## src/logic/ecc_mem_pkg.sv

```systemverilog
`default_nettype none

package ecc_mem_pkg;

  localparam int DATA_W     = 32;
  localparam int ECC_W      = 7;
  localparam int CODE_W     = DATA_W + ECC_W;  // check bits above data.
  localparam int NUM_WORDS  = 4;
  localparam int WORD_SEL_W = 2;
  localparam int ROW_W      = NUM_WORDS * CODE_W;
  localparam int BANK_W     = 3;
  localparam int VADDR_W    = 10;
  localparam int SROW_W     = VADDR_W - WORD_SEL_W;
  localparam int PADR_W     = WORD_SEL_W + SROW_W;

  // classification of one read result.
  typedef enum logic [1:0] {
    RD_CLEAN,
    RD_CORRECTED,
    RD_UNCORR,
    RD_FORWARDED
  } read_kind_e;

  // hamming positions 1..38, data fills the non power of two slots.
  // bit 6 is overall parity over data and the six hamming bits.
  function automatic logic [ECC_W-1:0] ecc_bits(input logic [DATA_W-1:0] d);
    logic [ECC_W-1:0] e;
    int idx;
    e = '0;
    idx = 0;
    for (int p = 1; p < CODE_W; p++) begin
      if ((p & (p - 1)) != 0) begin
        for (int j = 0; j < ECC_W - 1; j++) begin
          if (p[j]) e[j] = e[j] ^ d[idx];
        end
        idx = idx + 1;
      end
    end
    e[ECC_W-1] = ^{e[ECC_W-2:0], d};
    return e;
  endfunction

endpackage

`default_nettype wire

```

## src/logic/secded_check.sv

```systemverilog
`timescale 1ns/1ps
`default_nettype none

module secded_check (
  input  logic [ecc_mem_pkg::CODE_W-1:0] code,
  output logic [ecc_mem_pkg::DATA_W-1:0] data,
  output ecc_mem_pkg::read_kind_e        kind
);

  logic [ecc_mem_pkg::DATA_W-1:0] raw_data;
  logic [ecc_mem_pkg::ECC_W-1:0]  raw_ecc;
  logic [ecc_mem_pkg::ECC_W-1:0]  calc_ecc;
  logic [ecc_mem_pkg::ECC_W-2:0]  syndrome;
  logic                           par_bad;

  assign raw_data = code[ecc_mem_pkg::DATA_W-1:0];
  assign raw_ecc  = code[ecc_mem_pkg::CODE_W-1:ecc_mem_pkg::DATA_W];
  assign calc_ecc = ecc_mem_pkg::ecc_bits(raw_data);

  // hamming part only, overall bit handled by par_bad.
  assign syndrome = raw_ecc[ecc_mem_pkg::ECC_W-2:0] ^ calc_ecc[ecc_mem_pkg::ECC_W-2:0];
  assign par_bad  = ^code;  // whole codeword xors to zero when clean.

  // single error correction.
  // syndrome gives the hamming position of the flipped bit, only data slots need fixing.
  always_comb begin
    int idx;
    idx = 0;
    data = raw_data;
    for (int p = 1; p < ecc_mem_pkg::CODE_W; p++) begin
      if ((p & (p - 1)) != 0) begin
        if (par_bad && (syndrome == (ecc_mem_pkg::ECC_W - 1)'(p))) begin
          data[idx] = ~raw_data[idx];
        end
        idx = idx + 1;
      end
    end
  end

  // odd error count is taken as one bit, even nonzero as two.
  always_comb begin
    if (par_bad) begin
      kind = ecc_mem_pkg::RD_CORRECTED;
    end else if (syndrome != '0) begin
      kind = ecc_mem_pkg::RD_UNCORR;
    end else begin
      kind = ecc_mem_pkg::RD_CLEAN;
    end
  end

endmodule

`default_nettype wire

```

## src/logic/write_cmd_stage.sv

```systemverilog
`timescale 1ns/1ps
`default_nettype none

module write_cmd_stage (
  input  logic                               clk,
  input  logic                               rst,
  input  logic                               write,
  input  logic [ecc_mem_pkg::BANK_W-1:0]     wr_bnk,
  input  logic [ecc_mem_pkg::VADDR_W-1:0]    wr_adr,
  input  logic [ecc_mem_pkg::DATA_W-1:0]     din,
  input  logic                               read,
  input  logic [ecc_mem_pkg::BANK_W-1:0]     rd_bnk,
  input  logic [ecc_mem_pkg::VADDR_W-1:0]    rd_adr,
  output logic                               mem_write,
  output logic [ecc_mem_pkg::BANK_W-1:0]     mem_wr_bnk,
  output logic [ecc_mem_pkg::SROW_W-1:0]     mem_wr_adr,
  output logic [ecc_mem_pkg::ROW_W-1:0]      mem_bw,
  output logic [ecc_mem_pkg::ROW_W-1:0]      mem_din,
  output logic                               mem_read,
  output logic [ecc_mem_pkg::BANK_W-1:0]     mem_rd_bnk,
  output logic [ecc_mem_pkg::SROW_W-1:0]     mem_rd_adr,
  output logic                               fwd_hit,
  output logic [ecc_mem_pkg::WORD_SEL_W-1:0] rd_word,
  output logic [ecc_mem_pkg::SROW_W-1:0]     rd_row,
  output logic [ecc_mem_pkg::CODE_W-1:0]     wr_code
);

  logic [ecc_mem_pkg::WORD_SEL_W-1:0] wr_word;
  logic [ecc_mem_pkg::SROW_W-1:0]     wr_row;
  logic [ecc_mem_pkg::ROW_W-1:0]      wr_mask;
  logic [ecc_mem_pkg::ROW_W-1:0]      wr_data;

  // word index in the low address bits.
  assign wr_word = wr_adr[ecc_mem_pkg::WORD_SEL_W-1:0];
  assign wr_row  = wr_adr[ecc_mem_pkg::VADDR_W-1:ecc_mem_pkg::WORD_SEL_W];
  assign rd_word = rd_adr[ecc_mem_pkg::WORD_SEL_W-1:0];
  assign rd_row  = rd_adr[ecc_mem_pkg::VADDR_W-1:ecc_mem_pkg::WORD_SEL_W];

  assign wr_code = {ecc_mem_pkg::ecc_bits(din), din};

  // place codeword and its mask in the addressed slot.
  assign wr_mask = {{(ecc_mem_pkg::ROW_W - ecc_mem_pkg::CODE_W){1'b0}},
                    {ecc_mem_pkg::CODE_W{1'b1}}} << (wr_word * ecc_mem_pkg::CODE_W);
  assign wr_data = {{(ecc_mem_pkg::ROW_W - ecc_mem_pkg::CODE_W){1'b0}},
                    wr_code} << (wr_word * ecc_mem_pkg::CODE_W);

  assign fwd_hit = read && write && (rd_bnk == wr_bnk) && (rd_adr == wr_adr);

  always_ff @(posedge clk) begin
    if (rst) begin
      mem_write <= 1'b0;
      mem_read  <= 1'b0;
    end else begin
      mem_write <= write;
      mem_read  <= read && !fwd_hit;  // hit is served from write data.
    end
  end

  always_ff @(posedge clk) begin
    if (write) begin
      mem_wr_bnk <= wr_bnk;
      mem_wr_adr <= wr_row;
      mem_bw     <= wr_mask;
      mem_din    <= wr_data;
    end
    if (read) begin
      mem_rd_bnk <= rd_bnk;
      mem_rd_adr <= rd_row;
    end
  end

endmodule

`default_nettype wire

```

## src/logic/read_return_pipe.sv

```systemverilog
`timescale 1ns/1ps
`default_nettype none

module read_return_pipe #(
  parameter int SRAM_DELAY = 2
) (
  input  logic                               clk,
  input  logic                               rst,
  input  logic                               read,
  input  logic                               fwd_hit,
  input  logic [ecc_mem_pkg::WORD_SEL_W-1:0] rd_word,
  input  logic [ecc_mem_pkg::SROW_W-1:0]     rd_row,
  input  logic [ecc_mem_pkg::CODE_W-1:0]     wr_code,
  input  logic [ecc_mem_pkg::ROW_W-1:0]      mem_rd_dout,
  input  logic [ecc_mem_pkg::DATA_W-1:0]     chk_data,
  input  ecc_mem_pkg::read_kind_e            chk_kind,
  output logic [ecc_mem_pkg::CODE_W-1:0]     sel_code,
  output logic                               rd_vld,
  output logic [ecc_mem_pkg::DATA_W-1:0]     rd_dout,
  output logic                               rd_fwrd,
  output logic                               rd_serr,
  output logic                               rd_derr,
  output logic [ecc_mem_pkg::PADR_W-1:0]     rd_padr
);

  // command register, memory latency, return register.
  localparam int DEPTH = SRAM_DELAY + 2;
  localparam int LAST  = DEPTH - 1;

  logic [DEPTH-1:0]                   vld_q;
  logic [DEPTH-1:0]                   fwd_q;
  logic [ecc_mem_pkg::WORD_SEL_W-1:0] word_q [DEPTH];
  logic [ecc_mem_pkg::SROW_W-1:0]     row_q  [DEPTH];
  logic [ecc_mem_pkg::CODE_W-1:0]     code_q [DEPTH];
  logic [ecc_mem_pkg::ROW_W-1:0]      ret_row;
  logic [ecc_mem_pkg::CODE_W-1:0]     mem_code;
  ecc_mem_pkg::read_kind_e            out_kind;

  always_ff @(posedge clk) begin
    if (rst) begin
      vld_q <= '0;
      fwd_q <= '0;
    end else begin
      vld_q <= {vld_q[DEPTH-2:0], read};
      fwd_q <= {fwd_q[DEPTH-2:0], read && fwd_hit};
    end
  end

  always_ff @(posedge clk) begin
    word_q[0] <= rd_word;
    row_q[0]  <= rd_row;
    code_q[0] <= wr_code;
    for (int i = 1; i < DEPTH; i++) begin
      word_q[i] <= word_q[i-1];
      row_q[i]  <= row_q[i-1];
      code_q[i] <= code_q[i-1];
    end
  end

  always_ff @(posedge clk) begin
    ret_row <= mem_rd_dout;  // one cycle after the memory answers.
  end

  assign mem_code = ret_row[word_q[LAST] * ecc_mem_pkg::CODE_W +: ecc_mem_pkg::CODE_W];

  // a forwarded word goes through the checker too and always comes out clean.
  assign sel_code = fwd_q[LAST] ? code_q[LAST] : mem_code;

  assign out_kind = fwd_q[LAST] ? ecc_mem_pkg::RD_FORWARDED : chk_kind;

  assign rd_vld  = vld_q[LAST];
  assign rd_dout = chk_data;
  assign rd_fwrd = vld_q[LAST] && (out_kind == ecc_mem_pkg::RD_FORWARDED);
  assign rd_serr = vld_q[LAST] && (out_kind == ecc_mem_pkg::RD_CORRECTED);
  assign rd_derr = vld_q[LAST] && (out_kind == ecc_mem_pkg::RD_UNCORR);
  assign rd_padr = {word_q[LAST], row_q[LAST]};

endmodule

`default_nettype wire

```

## src/logic/ecc_mem_top.sv

```systemverilog
`timescale 1ns/1ps
`default_nettype none

module ecc_mem_top #(
  parameter int SRAM_DELAY = 2
) (
  input  logic                            clk,
  input  logic                            rst,
  input  logic                            write,
  input  logic [ecc_mem_pkg::BANK_W-1:0]  wr_bnk,
  input  logic [ecc_mem_pkg::VADDR_W-1:0] wr_adr,
  input  logic [ecc_mem_pkg::DATA_W-1:0]  din,
  input  logic                            read,
  input  logic [ecc_mem_pkg::BANK_W-1:0]  rd_bnk,
  input  logic [ecc_mem_pkg::VADDR_W-1:0] rd_adr,
  output logic                            rd_vld,
  output logic [ecc_mem_pkg::DATA_W-1:0]  rd_dout,
  output logic                            rd_fwrd,
  output logic                            rd_serr,
  output logic                            rd_derr,
  output logic [ecc_mem_pkg::PADR_W-1:0]  rd_padr,
  output logic                            mem_write,
  output logic [ecc_mem_pkg::BANK_W-1:0]  mem_wr_bnk,
  output logic [ecc_mem_pkg::SROW_W-1:0]  mem_wr_adr,
  output logic [ecc_mem_pkg::ROW_W-1:0]   mem_bw,
  output logic [ecc_mem_pkg::ROW_W-1:0]   mem_din,
  output logic                            mem_read,
  output logic [ecc_mem_pkg::BANK_W-1:0]  mem_rd_bnk,
  output logic [ecc_mem_pkg::SROW_W-1:0]  mem_rd_adr,
  input  logic [ecc_mem_pkg::ROW_W-1:0]   mem_rd_dout
);

  logic                               fwd_hit;
  logic [ecc_mem_pkg::WORD_SEL_W-1:0] rd_word;
  logic [ecc_mem_pkg::SROW_W-1:0]     rd_row;
  logic [ecc_mem_pkg::CODE_W-1:0]     wr_code;
  logic [ecc_mem_pkg::CODE_W-1:0]     sel_code;
  logic [ecc_mem_pkg::DATA_W-1:0]     chk_data;
  ecc_mem_pkg::read_kind_e            chk_kind;

  write_cmd_stage u_cmd (
    .clk(clk), .rst(rst),
    .write(write), .wr_bnk(wr_bnk), .wr_adr(wr_adr), .din(din),
    .read(read), .rd_bnk(rd_bnk), .rd_adr(rd_adr),
    .mem_write(mem_write), .mem_wr_bnk(mem_wr_bnk), .mem_wr_adr(mem_wr_adr),
    .mem_bw(mem_bw), .mem_din(mem_din),
    .mem_read(mem_read), .mem_rd_bnk(mem_rd_bnk), .mem_rd_adr(mem_rd_adr),
    .fwd_hit(fwd_hit), .rd_word(rd_word), .rd_row(rd_row), .wr_code(wr_code)
  );

  read_return_pipe #(
    .SRAM_DELAY(SRAM_DELAY)
  ) u_ret (
    .clk(clk), .rst(rst),
    .read(read), .fwd_hit(fwd_hit), .rd_word(rd_word), .rd_row(rd_row),
    .wr_code(wr_code), .mem_rd_dout(mem_rd_dout),
    .chk_data(chk_data), .chk_kind(chk_kind), .sel_code(sel_code),
    .rd_vld(rd_vld), .rd_dout(rd_dout), .rd_fwrd(rd_fwrd),
    .rd_serr(rd_serr), .rd_derr(rd_derr), .rd_padr(rd_padr)
  );

  // combinational, sits between word select and output mux.
  secded_check u_chk (
    .code(sel_code),
    .data(chk_data),
    .kind(chk_kind)
  );

endmodule

`default_nettype wire

```

## config.mk

```make
export PLATFORM = sky130hd
export DESIGN_NAME = ecc_mem_top
export DESIGN_NICKNAME = d
export VERILOG_FILES = /design/src/logic/ecc_mem_pkg.sv /design/src/logic/secded_check.sv /design/src/logic/write_cmd_stage.sv /design/src/logic/read_return_pipe.sv /design/src/logic/ecc_mem_top.sv
export SDC_FILE = /design/constraint.sdc
export NUM_CORES = 1
export LEC_CHECK = 0
export BUFFER_PORTS_ARGS = -buffer_cell sky130_fd_sc_hd__buf_2
export CORE_AREA = 5 5 230 232
export CTS_BUF_LIST = sky130_fd_sc_hd__clkbuf_4
export DETAILED_ROUTE_END_ITERATION = 12
export DIE_AREA = 0 0 235 237
export REMOVE_ABC_BUFFERS = 1
export SYNTH_ARGS = -nofsm -noshare
export SYNTH_HDL_FRONTEND = slang
export SYNTH_SLANG_ARGS = --single-unit
export TNS_END_PERCENT = 5
```

## constraint.sdc

```tcl
create_clock -name clk -period 4.5 [get_ports clk]
set_input_delay 0.45 -clock clk [delete_from_list [all_inputs] [get_ports clk]]
set_output_delay 0.45 -clock clk [all_outputs]
set_load 0.1 [all_outputs]
```

==> results of run 1 <==
-- flip-flops by register name (all words and copies together), names as in the netlist --
register          count
u_cmd.mem_bw          4
u_cmd.mem_din       156
u_cmd.mem_rd_adr      8
u_cmd.mem_rd_bnk      3
u_cmd.mem_read        1
u_cmd.mem_wr_adr      8
u_cmd.mem_wr_bnk      3
u_cmd.mem_write       1
u_ret.code_q        156
u_ret.fwd_q           4
u_ret.ret_row       156
u_ret.row_q          32
u_ret.vld_q           4
u_ret.word_q          8
-- through the flow --
stage	setup slack [ns]	TNS [ns]	cells	util, %
after detailed placement	-0.138	-0.245	2535	45.8
after CTS	-1.15	-33.07	3040	55.2
after global placement	-0.159	-0.230	2535	45.8
final	-0.929	-25.07	3056	56.0
after global routing	-1.11	-34.38	3056	56.0
after floorplan	-19.86	-3206.82	1179	-
-- layout by cell type, fill, tap and decap left out, drive strengths merged, types with 6 or more instances in the layout --
cell type    synthesis  routed
a21oi               18      18
mux2i               33      33
nand2                8       8
o22ai                9       9
nor3                 9       9
dlygate4sd3          0     235
clkbuf              30     209
and2                99      99
nor2                47      47
xnor2              133     133
and3                32      32
edfxtp             182     182
clkinv               0      32
xnor3               12      12
inv                 12      18
nor4                18      18
dfxtp              362     362
mux2                18      18
nor2b               10      10
mux4                33      33
nor4b               11      11
xor2                77      77
o21ai                7       7
buf                171     700
diode                0       7
a221oi               6       6
-- cells in the mapped netlist (all sizes together), types with 10 or more instances --
cell,count
xor2,77
xnor2,133
and2,99
and3,32
mux2,18
nor4b,11
edfxtp,182
buf,171
nor2,47
clkbuf,30
nor2b,10
inv,12
xnor3,12
nor4,18
a21oi,18
mux4,33
dfxtp,362
mux2i,33
-- worst paths after layout --
path                              start                       endpoint  slack (ns)  cells past startpoint
max          u_ret.word_q[3][0]$_DFF_P_                    rd_dout[30]       -0.93                     14
min                               write  u_cmd.mem_wr_adr[5]$_DFFE_PP_        0.14                      1
max reg2reg   u_ret.fwd_q[2]$_SDFF_PP0_      u_ret.fwd_q[3]$_SDFF_PP0_        3.94                      1
min reg2reg  u_ret.code_q[2][1]$_DFF_P_     u_ret.code_q[3][1]$_DFF_P_        0.24                      0
-- cell families (layout without fill, tap and decap cells) --
group | after synthesis | after routing | synth area share [%]
DFF | 544 | 544 | 64.7
and+or+nand+nor | 260 | 260 | 7.98
xor gates and xnor gates | 224 | 224 | 11.0
buffers and inverters | 213 | 1202 | 7.42
muxes | 84 | 84 | 6.74
AOI/OAI and AO/OA | 55 | 55 | 2.09
other | 0 | 7 | 0
-- worst max-delay path, cell delays in order (launching register included) --
cell and delay (ns):
dfxtp_4 0.40, buf_4 0.13, buf_4 0.10, buf_6 0.15
mux4_2 0.54, xor2_1 0.19, a21oi_2 0.23, xnor2_2 0.16
xnor2_2 0.15, xnor3_2 0.33, buf_6 0.16, or4_4 0.51
or4b_4 0.60, xnor2_4 0.21, buf_12 0.19
-- area by class of cell --
type	instances	share of cell area (%)
Sequential cell	544	44.7
Clock buffer	208	5.49
Multi-Input combinational cell	623	21.3
Tap cell	680	2.99
Clock inverter	45	1.15
Antenna cell	7	0.0616
Inverter	12	0.158
Timing Repair Buffer	937	24.1
-- report_power, final --
part           total [mW]  switching [mW]  leakage, nW  internal (mW)
Clock                4.42            2.04         1.11           2.37
Combinational        7.43            5.04         6.50           2.39
Sequential           5.73           0.178         4.80           5.55
Total                17.6            7.26         12.4           10.3
-- repair_timing --
action	in CTS	in global routing
hold buffers	235	0
endpoints found under the setup margin	34	34
hold endpoints to repair	365	0
gates resized for setup	63	52
setup buffers	17	9
pin swaps	24	28
cloned	1	0
-- routing by layer --
| layer | wire (µm) | vias up | GRT usage (%) |
|---|---|---|---|
| li1 | - | 6439 | - |
| met1 | 23100 | 6580 | 23.5 |
| met2 | 33200 | 582 | 39.1 |
| met3 | 3450 | 154 | 5.50 |
| met4 | 2690 | 2 | 11.8 |
| met5 | 20 | - | 0 |
==> run_results.csv, run 1 <==
group,metric,value,unit
floorplan,core,50800,µm²
place,place.gp.congestion,0.867,
timing,layout_min_cycle_time,5.43,ns
timing,clock.fmax,184,MHz
grt,antenna_found_initial,6,
yosys,synth_cells,1380,
timing,rsz0062_at_grt,"true",
yosys,ys_ff_latch,544,
yosys,syn_area,19600,µm²
yosys,synth-seq-area-share,64.7,%
route,dr.pass1.iters,7,
outcome,violations,"setup timing",
setup_path,crit_required,4.05,ns
cells_and_area,drive_above_1_share,45.5,%
clocking,cts_tree,"built",
yosys,synth_top_cell_by_area,"dfxtp_1",
floorplan,die_area,55700,µm²
timing,maxSlewHeadroom,30.1,%
grt,grt_pass1_vias,15148,
floorplan,die_w,235,µm
pwr,fin_total_pwr,17.6,mW
route,vias_per_cell,4.50,
setup_path,cp-end-kind,"output pin",
place,dpl.hpwl,42.2,mm
pwr,p_per_area,618,nW/µm²
cells_and_area,nFillCells,4056,
pwr,ir_worst_vdd,620,µV
flow_run,maxCapViolations,0,
cells_and_area,design_area,28400,µm²
yosys,synthArstFlopShare,0,%
timing,whs,0.136,ns
clocking,htreeDepth,4,
timing,setup_violations,34,
pwr,leakagePower,12.4,nW
clocking,clock_path_buffers,3,
yosys,synth_ff_type,"dfxtp_1",
clocking,clock_latency,0.98,ns
floorplan,start_util,38.7,%
timing,worst_pin_slew,1.05,ns
setup_path,crit_fanout,7,
timing,worst_slack,-0.929,ns
floorplan,design.portCount,600,
cells_and_area,multi_input_area,6060,µm²
route,drc,0,
timing,period_share,121,%
timing,hold_viol,0,
clocking,cts.clk_slew.worst_paths,0.09,ns
outcome,status,"complete, but fails checks",
cells_and_area,seqCellArea,12700,µm²
cells_and_area,syn_to_final_growth,44.8,%
grt,grt_pass1_wl,91.6,mm
route,antenna_left,0,
clocking,root_buffer,"clkbuf_4",
route,wl_per_cell,20.4,µm
yosys,synth_area_per_cell,14.2,µm²
cells_and_area,fin_nets,2479,
clocking,numCtsBuffers,143,
route,routed_wl,62.5,mm
place,io_buffers,599,
place,placed_area,23300,µm²
route,first_iter_violations,586,
yosys,netlist_top_cells_area,"dfxtp_1 (37%), edfxtp_1 (28%), buf_4 (5.9%)",
setup_path,setup.worst_path.start_class,"register",
timing,finalClockSkew,0.0888,ns
setup_path,critPathArrivalTime,4.98,ns
route,vias,13757,
yosys,ys_types,64,
grt,grt_usage,21.8,%
grt,grt-ovfl-total,0,
yosys,synth-edff-count,182,
yosys,yosysTopAreaCellShare,36.9,%
grt,grt_max_degree,92,
yosys,yosys_warnings,0,
floorplan,fp.dieH,237,µm
min_path,hold_class,"input port to register",
clocking,numClockSinks,544,
setup_path,worstSetupPathType,"register to output pin",
timing,slew_viol_final,0,
floorplan,row_count,83,
Note: power is estimated with default switching activity, not from simulation.
==> run 2: changes to the inputs <==
Settings changed: CORE_AREA 5 5 230 232 to 5 5 228 230, DIE_AREA 0 0 235 237 to 0 0 233 235, MAX_ROUTING_LAYER set to met4, PLACE_DENSITY set to 0.67.
Clock period 4.5 ns to 4.4 ns, I/O delays scaled along.
==> run 2 against run 1 <==
The flow still finishes with violations (setup timing). Clock skew is 0.046 ns lower. Clock-buffer cell count is 6 lower. Clock power rose by 0.9%. First-iteration DRC count grew 44%. Critical path type unchanged. Highest routed layer is now met4.
==> run_results.csv, run 2 (synthesis results as in run 1) <==
group,metric,value,unit
setup_path,crit_required,3.96,ns
pwr,leakagePower,12.2,nW
grt,grt-ovfl-total,0,
route,wl_per_cell,20.6,µm
grt,antenna_found_initial,18,
cells_and_area,biggestRegsByFlops,"u_cmd.mem_din x156, u_ret.code_q x156, u_ret.ret_row x156",
timing,maxSlewHeadroom,18.2,%
route,antenna_left,0,
floorplan,row_count,82,
timing,slew_viol_final,0,
floorplan,design.portCount,600,
route,drc,0,
place,io_buffers,599,
route,highest_layer,"met4",
route,vias,13800,
flow_run,maxCapViolations,0,
setup_path,r2r-end,"u_ret.fwd_q[3]$_SDFF_PP0_",
min_path,whs_endpoint,"u_ret.ret_row[68]$_DFF_P_",
setup_path,ff2ff_path_depth,1,
floorplan,core,49700,µm²
min_path,holdCritStartpoint,"mem_rd_dout[68]",
clocking,clock_path_buffers,3,
clocking,numClockSinks,544,
setup_path,worstSetupPathType,"register to output pin",
clocking,cts_tree,"built",
setup_path,ff2ff_setup_slack,3.82,ns
grt,grt_pass1_wl,91.8,mm
cells_and_area,post-route-util,56.2,%
setup_path,cp-end-kind,"output pin",
floorplan,start_util,39.5,%
route,wl_met3,4.47,mm
route,route.met2.wl,30.8,mm
route,dr.pass1.iters,5,
grt,grt_pass1_vias,15292,
route,routed_wl,62.5,mm
timing,clock.fmax,187,MHz
setup_path,critPathArrivalTime,4.89,ns
outcome,status,"complete, but fails checks",
min_path,hold_class,"input port to register",
grt,grt_max_degree,84,
timing,finalClockSkew,0.0431,ns
timing,period_share,121,%
place,dpl.hpwl,43.2,mm
route,vias_per_cell,4.54,
outcome,violations,"setup timing",
clocking,cts.clk_slew.worst_paths,0.07,ns
cells_and_area,final_common_cell,"buf_2",
route,first_iter_violations,844,
place,place.gp.congestion,0.895,
timing,setup_violations,34,
cells_and_area,syn_to_final_growth,42.2,%
cells_and_area,nFillCells,4076,
timing,layout_min_cycle_time,5.33,ns
pwr,p_per_area,628,nW/µm²
timing,hold_viol,0,
cells_and_area,fin_nets,2458,
grt,grt_usage,23.0,%
clocking,numCtsBuffers,143,
timing,worst_pin_slew,1.23,ns
cells_and_area,final_cell_mix,"buf_2 (564), dfxtp_1 (360), dlygate4sd3_1 (217)",
clocking,root_buffer,"clkbuf_4",
route,wirelength_met1,25.4,mm
timing,whs,0.151,ns
setup_path,setup.worst_path.start_class,"register",
floorplan,die_area,54800,µm²
timing,rsz0062_at_grt,"true",
clocking,clock_latency,0.93,ns
floorplan,fp.dieH,235,µm
setup_path,r2r_start,"u_ret.fwd_q[2]$_SDFF_PP0_",
setup_path,crit_fanout,5,
min_path,holdPathStages,2,
timing,worst_slack,-0.935,ns
cells_and_area,drive_above_1_share,44.9,%
clocking,htreeDepth,4,
pwr,ir_worst_vdd,611,µV
floorplan,die_w,233,µm
==> run 2: worst max path at each step <==
| stage | to | slack [ns] | cells after the start | start |
|---|---|---|---|---|
| after floorplan | mem_bw[0] | -19.95 | 0 | u_cmd.mem_bw[38]$_SDFFCE_PP0P_ |
| after global placement | rd_dout[2] | -0.38 | 15 | u_ret.word_q[3][0]$_DFF_P_ |
| after detailed placement | rd_dout[2] | -0.49 | 15 | u_ret.word_q[3][0]$_DFF_P_ |
| after CTS | rd_dout[2] | -1.04 | 13 | u_ret.word_q[3][0]$_DFF_P_ |
| after global routing | rd_dout[2] | -1.20 | 16 | u_ret.word_q[3][0]$_DFF_P_ |
| final | rd_dout[2] | -0.93 | 16 | u_ret.word_q[3][0]$_DFF_P_ |
==> run 2: cell type report <==
class | instances | area [µm²] | area share [%]
clock inverter | 53 | 338 | 1.21
sequential | 544 | 12700 | 45.6
inverter | 12 | 45.0 | 0.161
antenna | 19 | 47.5 | 0.170
clock buffer | 202 | 1520 | 5.43
tap | 672 | 841 | 3.01
timing repair buffer | 916 | 6540 | 23.4
multi-input combinational | 623 | 5880 | 21.1
==> run 2: through the flow <==
step           power (mW)  std cells  setup slack [ns]  cell area, µm²  TNS [ns]
3_3_place_gp         12.4       2533            -0.380           23300     -1.32
4_1_cts              17.5       3022             -1.04           27800    -31.76
6_report             17.5       3041            -0.935           27900    -26.65
3_5_place_dp         12.5       2533            -0.491           23300     -3.62
2_1_floorplan        10.3       1179            -19.95           18200  -3223.92
5_1_grt              18.3       3037             -1.20           27900    -35.93
==> run 2: where the power goes <==
group	switching (mW)	total (mW)	internal (mW)
Sequential	0.194	5.87	5.68
Clock	2.13	4.46	2.33
Combinational	4.95	7.22	2.27
Total	7.28	17.5	10.3
==> run 2: metal layers <==
layer,vias up,global-route usage (%)
met5,-,-
met4,0,9.24
met3,123,6.63
met2,577,37.3
met1,6692,27.0
li1,6408,-
==> run 2: repair_timing <==
action                                  in CTS  in global routing
hold endpoints to repair                   368                  0
endpoints found under the setup margin      34                 34
setup buffers                               17                  0
resized for setup                           66                  9
pin swaps                                   23                  4
hold buffers                               217                  0
==> run 2: critical path, cell delays in order, from the launching register on <==
cell,delay (ns)
dfxtp_4,0.45
buf_12,0.14
buf_4,0.15
mux2_4,0.32
o22ai_4,0.16
nor3_1,0.10
a221oi_2,0.17
buf_4,0.17
buf_4,0.13
xnor2_4,0.15
xnor3_2,0.44
or4_4,0.59
nor4_4,0.36
buf_4,0.18
xor2_2,0.15
buf_4,0.15
buf_12,0.16
==> run 3: changes to the inputs <==
Settings changed: CORE_AREA 5 5 228 230 to 5 5 227 229, DIE_AREA 0 0 233 235 to 0 0 232 234, SYNTH_HIERARCHICAL set to 1.
==> run 3 against run 2 <==
The flow still finishes with violations (setup timing). Wire length rose by 2.4%. First-iteration DRC count rose by 13%. Die area fell by 0.85%.
==> run_results.csv, run 3 <==
group,metric,value,unit
clocking,numClockSinks,544,
yosys,synthTopCellsByCount,"dfxtp_1 (362), buf_4 (233), edfxtp_1 (182)",
pwr,fin_total_pwr,18.0,mW
grt,grt-ovfl-total,0,
yosys,synth_top_cell_by_area,"dfxtp_1",
route,first_iter_violations,957,
clocking,cts.clk_slew.worst_paths,0.06,ns
route,dr.pass1.iters,5,
place,place.gp.congestion,0.926,
setup_path,worstSetupPathType,"register to output pin",
timing,slew_viol_final,0,
clocking,clock_latency,0.95,ns
timing,worst_slack,-0.711,ns
cells_and_area,fin_nets,2442,
route,vias_per_cell,4.59,
clocking,cts_tree,"built",
place,dpl.hpwl,40.8,mm
yosys,synthArstFlopShare,0,%
setup_path,cp-end-kind,"output pin",
cells_and_area,biggestRegsByFlops,"u_cmd/mem_din x156, u_ret/code_q x156, u_ret/ret_row x156",
timing,hold_viol,0,
timing,worst_pin_slew,1.38,ns
timing,whs,0.139,ns
yosys,ys_types,45,
pwr,swShare,41.5,%
setup_path,setup.worst_path.start_class,"register",
timing,setup_violations,35,
yosys,syn_area,19600,µm²
setup_path,critPathArrivalTime,4.67,ns
yosys,synth_ff_type,"dfxtp_1",
timing,finalClockSkew,0.0578,ns
grt,antenna_found_initial,8,
clocking,htreeDepth,4,
setup_path,crit_fanout,18,
floorplan,fp.dieH,234,µm
pwr,internal_power,10.5,mW
timing,clock.fmax,196,MHz
min_path,holdPathStages,1,
pwr,seq_power_share,32.4,%
route,antenna_left,0,
yosys,synth_most_common_cell,"dfxtp_1",
timing,period_share,116,%
grt,grt_usage,23.2,%
floorplan,die_w,232,µm
flow_run,maxCapViolations,0,
cells_and_area,syn_to_final_growth,42.7,%
route,wl_per_cell,21.2,µm
cells_and_area,final_cell_mix,"buf_2 (563), dfxtp_1 (359), dlygate4sd3_1 (236)",
yosys,synth-seq-area-share,64.8,%
timing,rsz0062_at_grt,"true",
pwr,ir_worst_vdd,574,µV
route,drc,0,
clocking,numCtsBuffers,144,
timing,maxSlewHeadroom,7.67,%
cells_and_area,final_common_cell,"buf_2",
route,vias,13847,
grt,grt_max_degree,102,
pwr,comb_power_share,42.5,%
outcome,violations,"setup timing",
yosys,yosys_warnings,6,
pwr,p_per_area,645,nW/µm²
setup_path,ff2ff_path_depth,1,
pwr,p_sw,7.50,mW
floorplan,start_util,39.6,%
yosys,ys_ff_latch,544,
pwr,p_clk_share,25.1,%
floorplan,die_area,54300,µm²
yosys,synth-edff-count,182,
yosys,netlist_top_cells_area,"dfxtp_1 (37%), edfxtp_1 (28%), buf_4 (8.9%)",
grt,grt_pass1_wl,90.9,mm
clocking,clock_path_buffers,3,
timing,layout_min_cycle_time,5.11,ns
cells_and_area,final_cell_count_no_fill,3015,
cells_and_area,drive_above_1_share,46.6,%
min_path,hold_class,"input port to register",
yosys,synth_cells,1433,
pwr,leakagePower,12.5,nW
floorplan,design.portCount,600,
clocking,root_buffer,"clkbuf_4",
outcome,status,"complete, but fails checks",
place,io_buffers,599,
route,routed_wl,64.0,mm
setup_path,ff2ff_setup_slack,3.65,ns
yosys,synth_area_per_cell,13.7,µm²
setup_path,crit_required,3.96,ns
yosys,yosysTopAreaCellShare,37.0,%
place,placed_cells,2471,
floorplan,core,49500,µm²
floorplan,row_count,82,
grt,grt_pass1_vias,14721,
==> run 3: power groups by stage <==
stage / logic (mW) / clock network [mW] / registers, mW
after CTS: 7.13 / 4.63 / 5.83
final: 7.66 / 4.53 / 5.84
after detailed placement: 6.18 / 0 / 5.94
after global placement: 6.16 / 0 / 5.92
after floorplan: 2.55 / 0 / 7.95
after global routing: 7.86 / 4.98 / 5.89
==> run 3: cell families after synthesis <==
family / share of synthesized area [%]
simple gates: 8.20
buf+inv: 11.1
xor+xnor: 9.70
compound gates: 3.94
mux: 2.23
flops: 64.8
==> run 3: layout make-up <==
type / count / area, µm²
fill: 3900 / 21500
sequential: 544 / 12700
timing repair buffer: 921 / 6700
multi-input combinational: 563 / 5620
clock buffer: 216 / 1620
tap: 672 / 841
clock inverter: 33 / 251
inverter: 50 / 188
antenna: 16 / 40.0
==> run 3: per-stage QoR <==
step	setup slack [ns]	utilization, %	cell area [µm²]	TNS [ns]
after floorplan	-19.95	-	17600	-3254.73
after global placement	-0.105	45.3	22400	-0.809
after detailed placement	-0.167	45.3	22400	-2.35
after CTS	-0.646	56.1	27700	-20.33
after global routing	-0.950	56.6	28000	-27.80
final	-0.711	56.6	28000	-20.18
==> run 3: final timing paths <==
| kind | from | endpoint |
|---|---|---|
| worst max-delay path | u_ret/word_q[3][0]$_DFF_P_ | rd_serr |
| worst min-delay path | write | u_cmd/mem_din[149]$_SDFFCE_PN0P_ |
| worst max register to register | u_ret/fwd_q[2]$_SDFF_PP0_ | u_ret/fwd_q[3]$_SDFF_PP0_ |
| worst min register to register | u_ret/code_q[1][25]$_DFF_P_ | u_ret/code_q[2][25]$_DFF_P_ |
==> run 3: layer usage <==
layer | vias up | track usage (%) | part of all wire, %
met2 | 722 | 37.8 | 50
met1 | 6603 | 26.4 | 38
li1 | 6306 | - | -
met3 | 216 | 6.60 | 7.0
met5 | - | - | 0
met4 | 0 | 11.7 | 4.8
==> run 3: timing repair <==
item	in CTS	in global routing
buffers inserted	33	8
hold buffers	236	0
endpoints found under the hold margin	370	0
gates cloned	2	0
setup endpoints to repair	35	35
pin swaps	38	10
resized for setup	123	23
==> run 3: critical path, stage by stage (launching register included) <==
cell and delay [ns]:
dfxtp_4 0.40, buf_12 0.17, buf_4 0.15, mux2i_2 0.46
a221oi_4 0.19, xnor2_1 0.20, xnor2_1 0.33, xnor3_2 0.51
xor2_4 0.41, a41oi_2 0.25, nor4bb_2 0.36, buf_4 0.18
buf_12 0.16
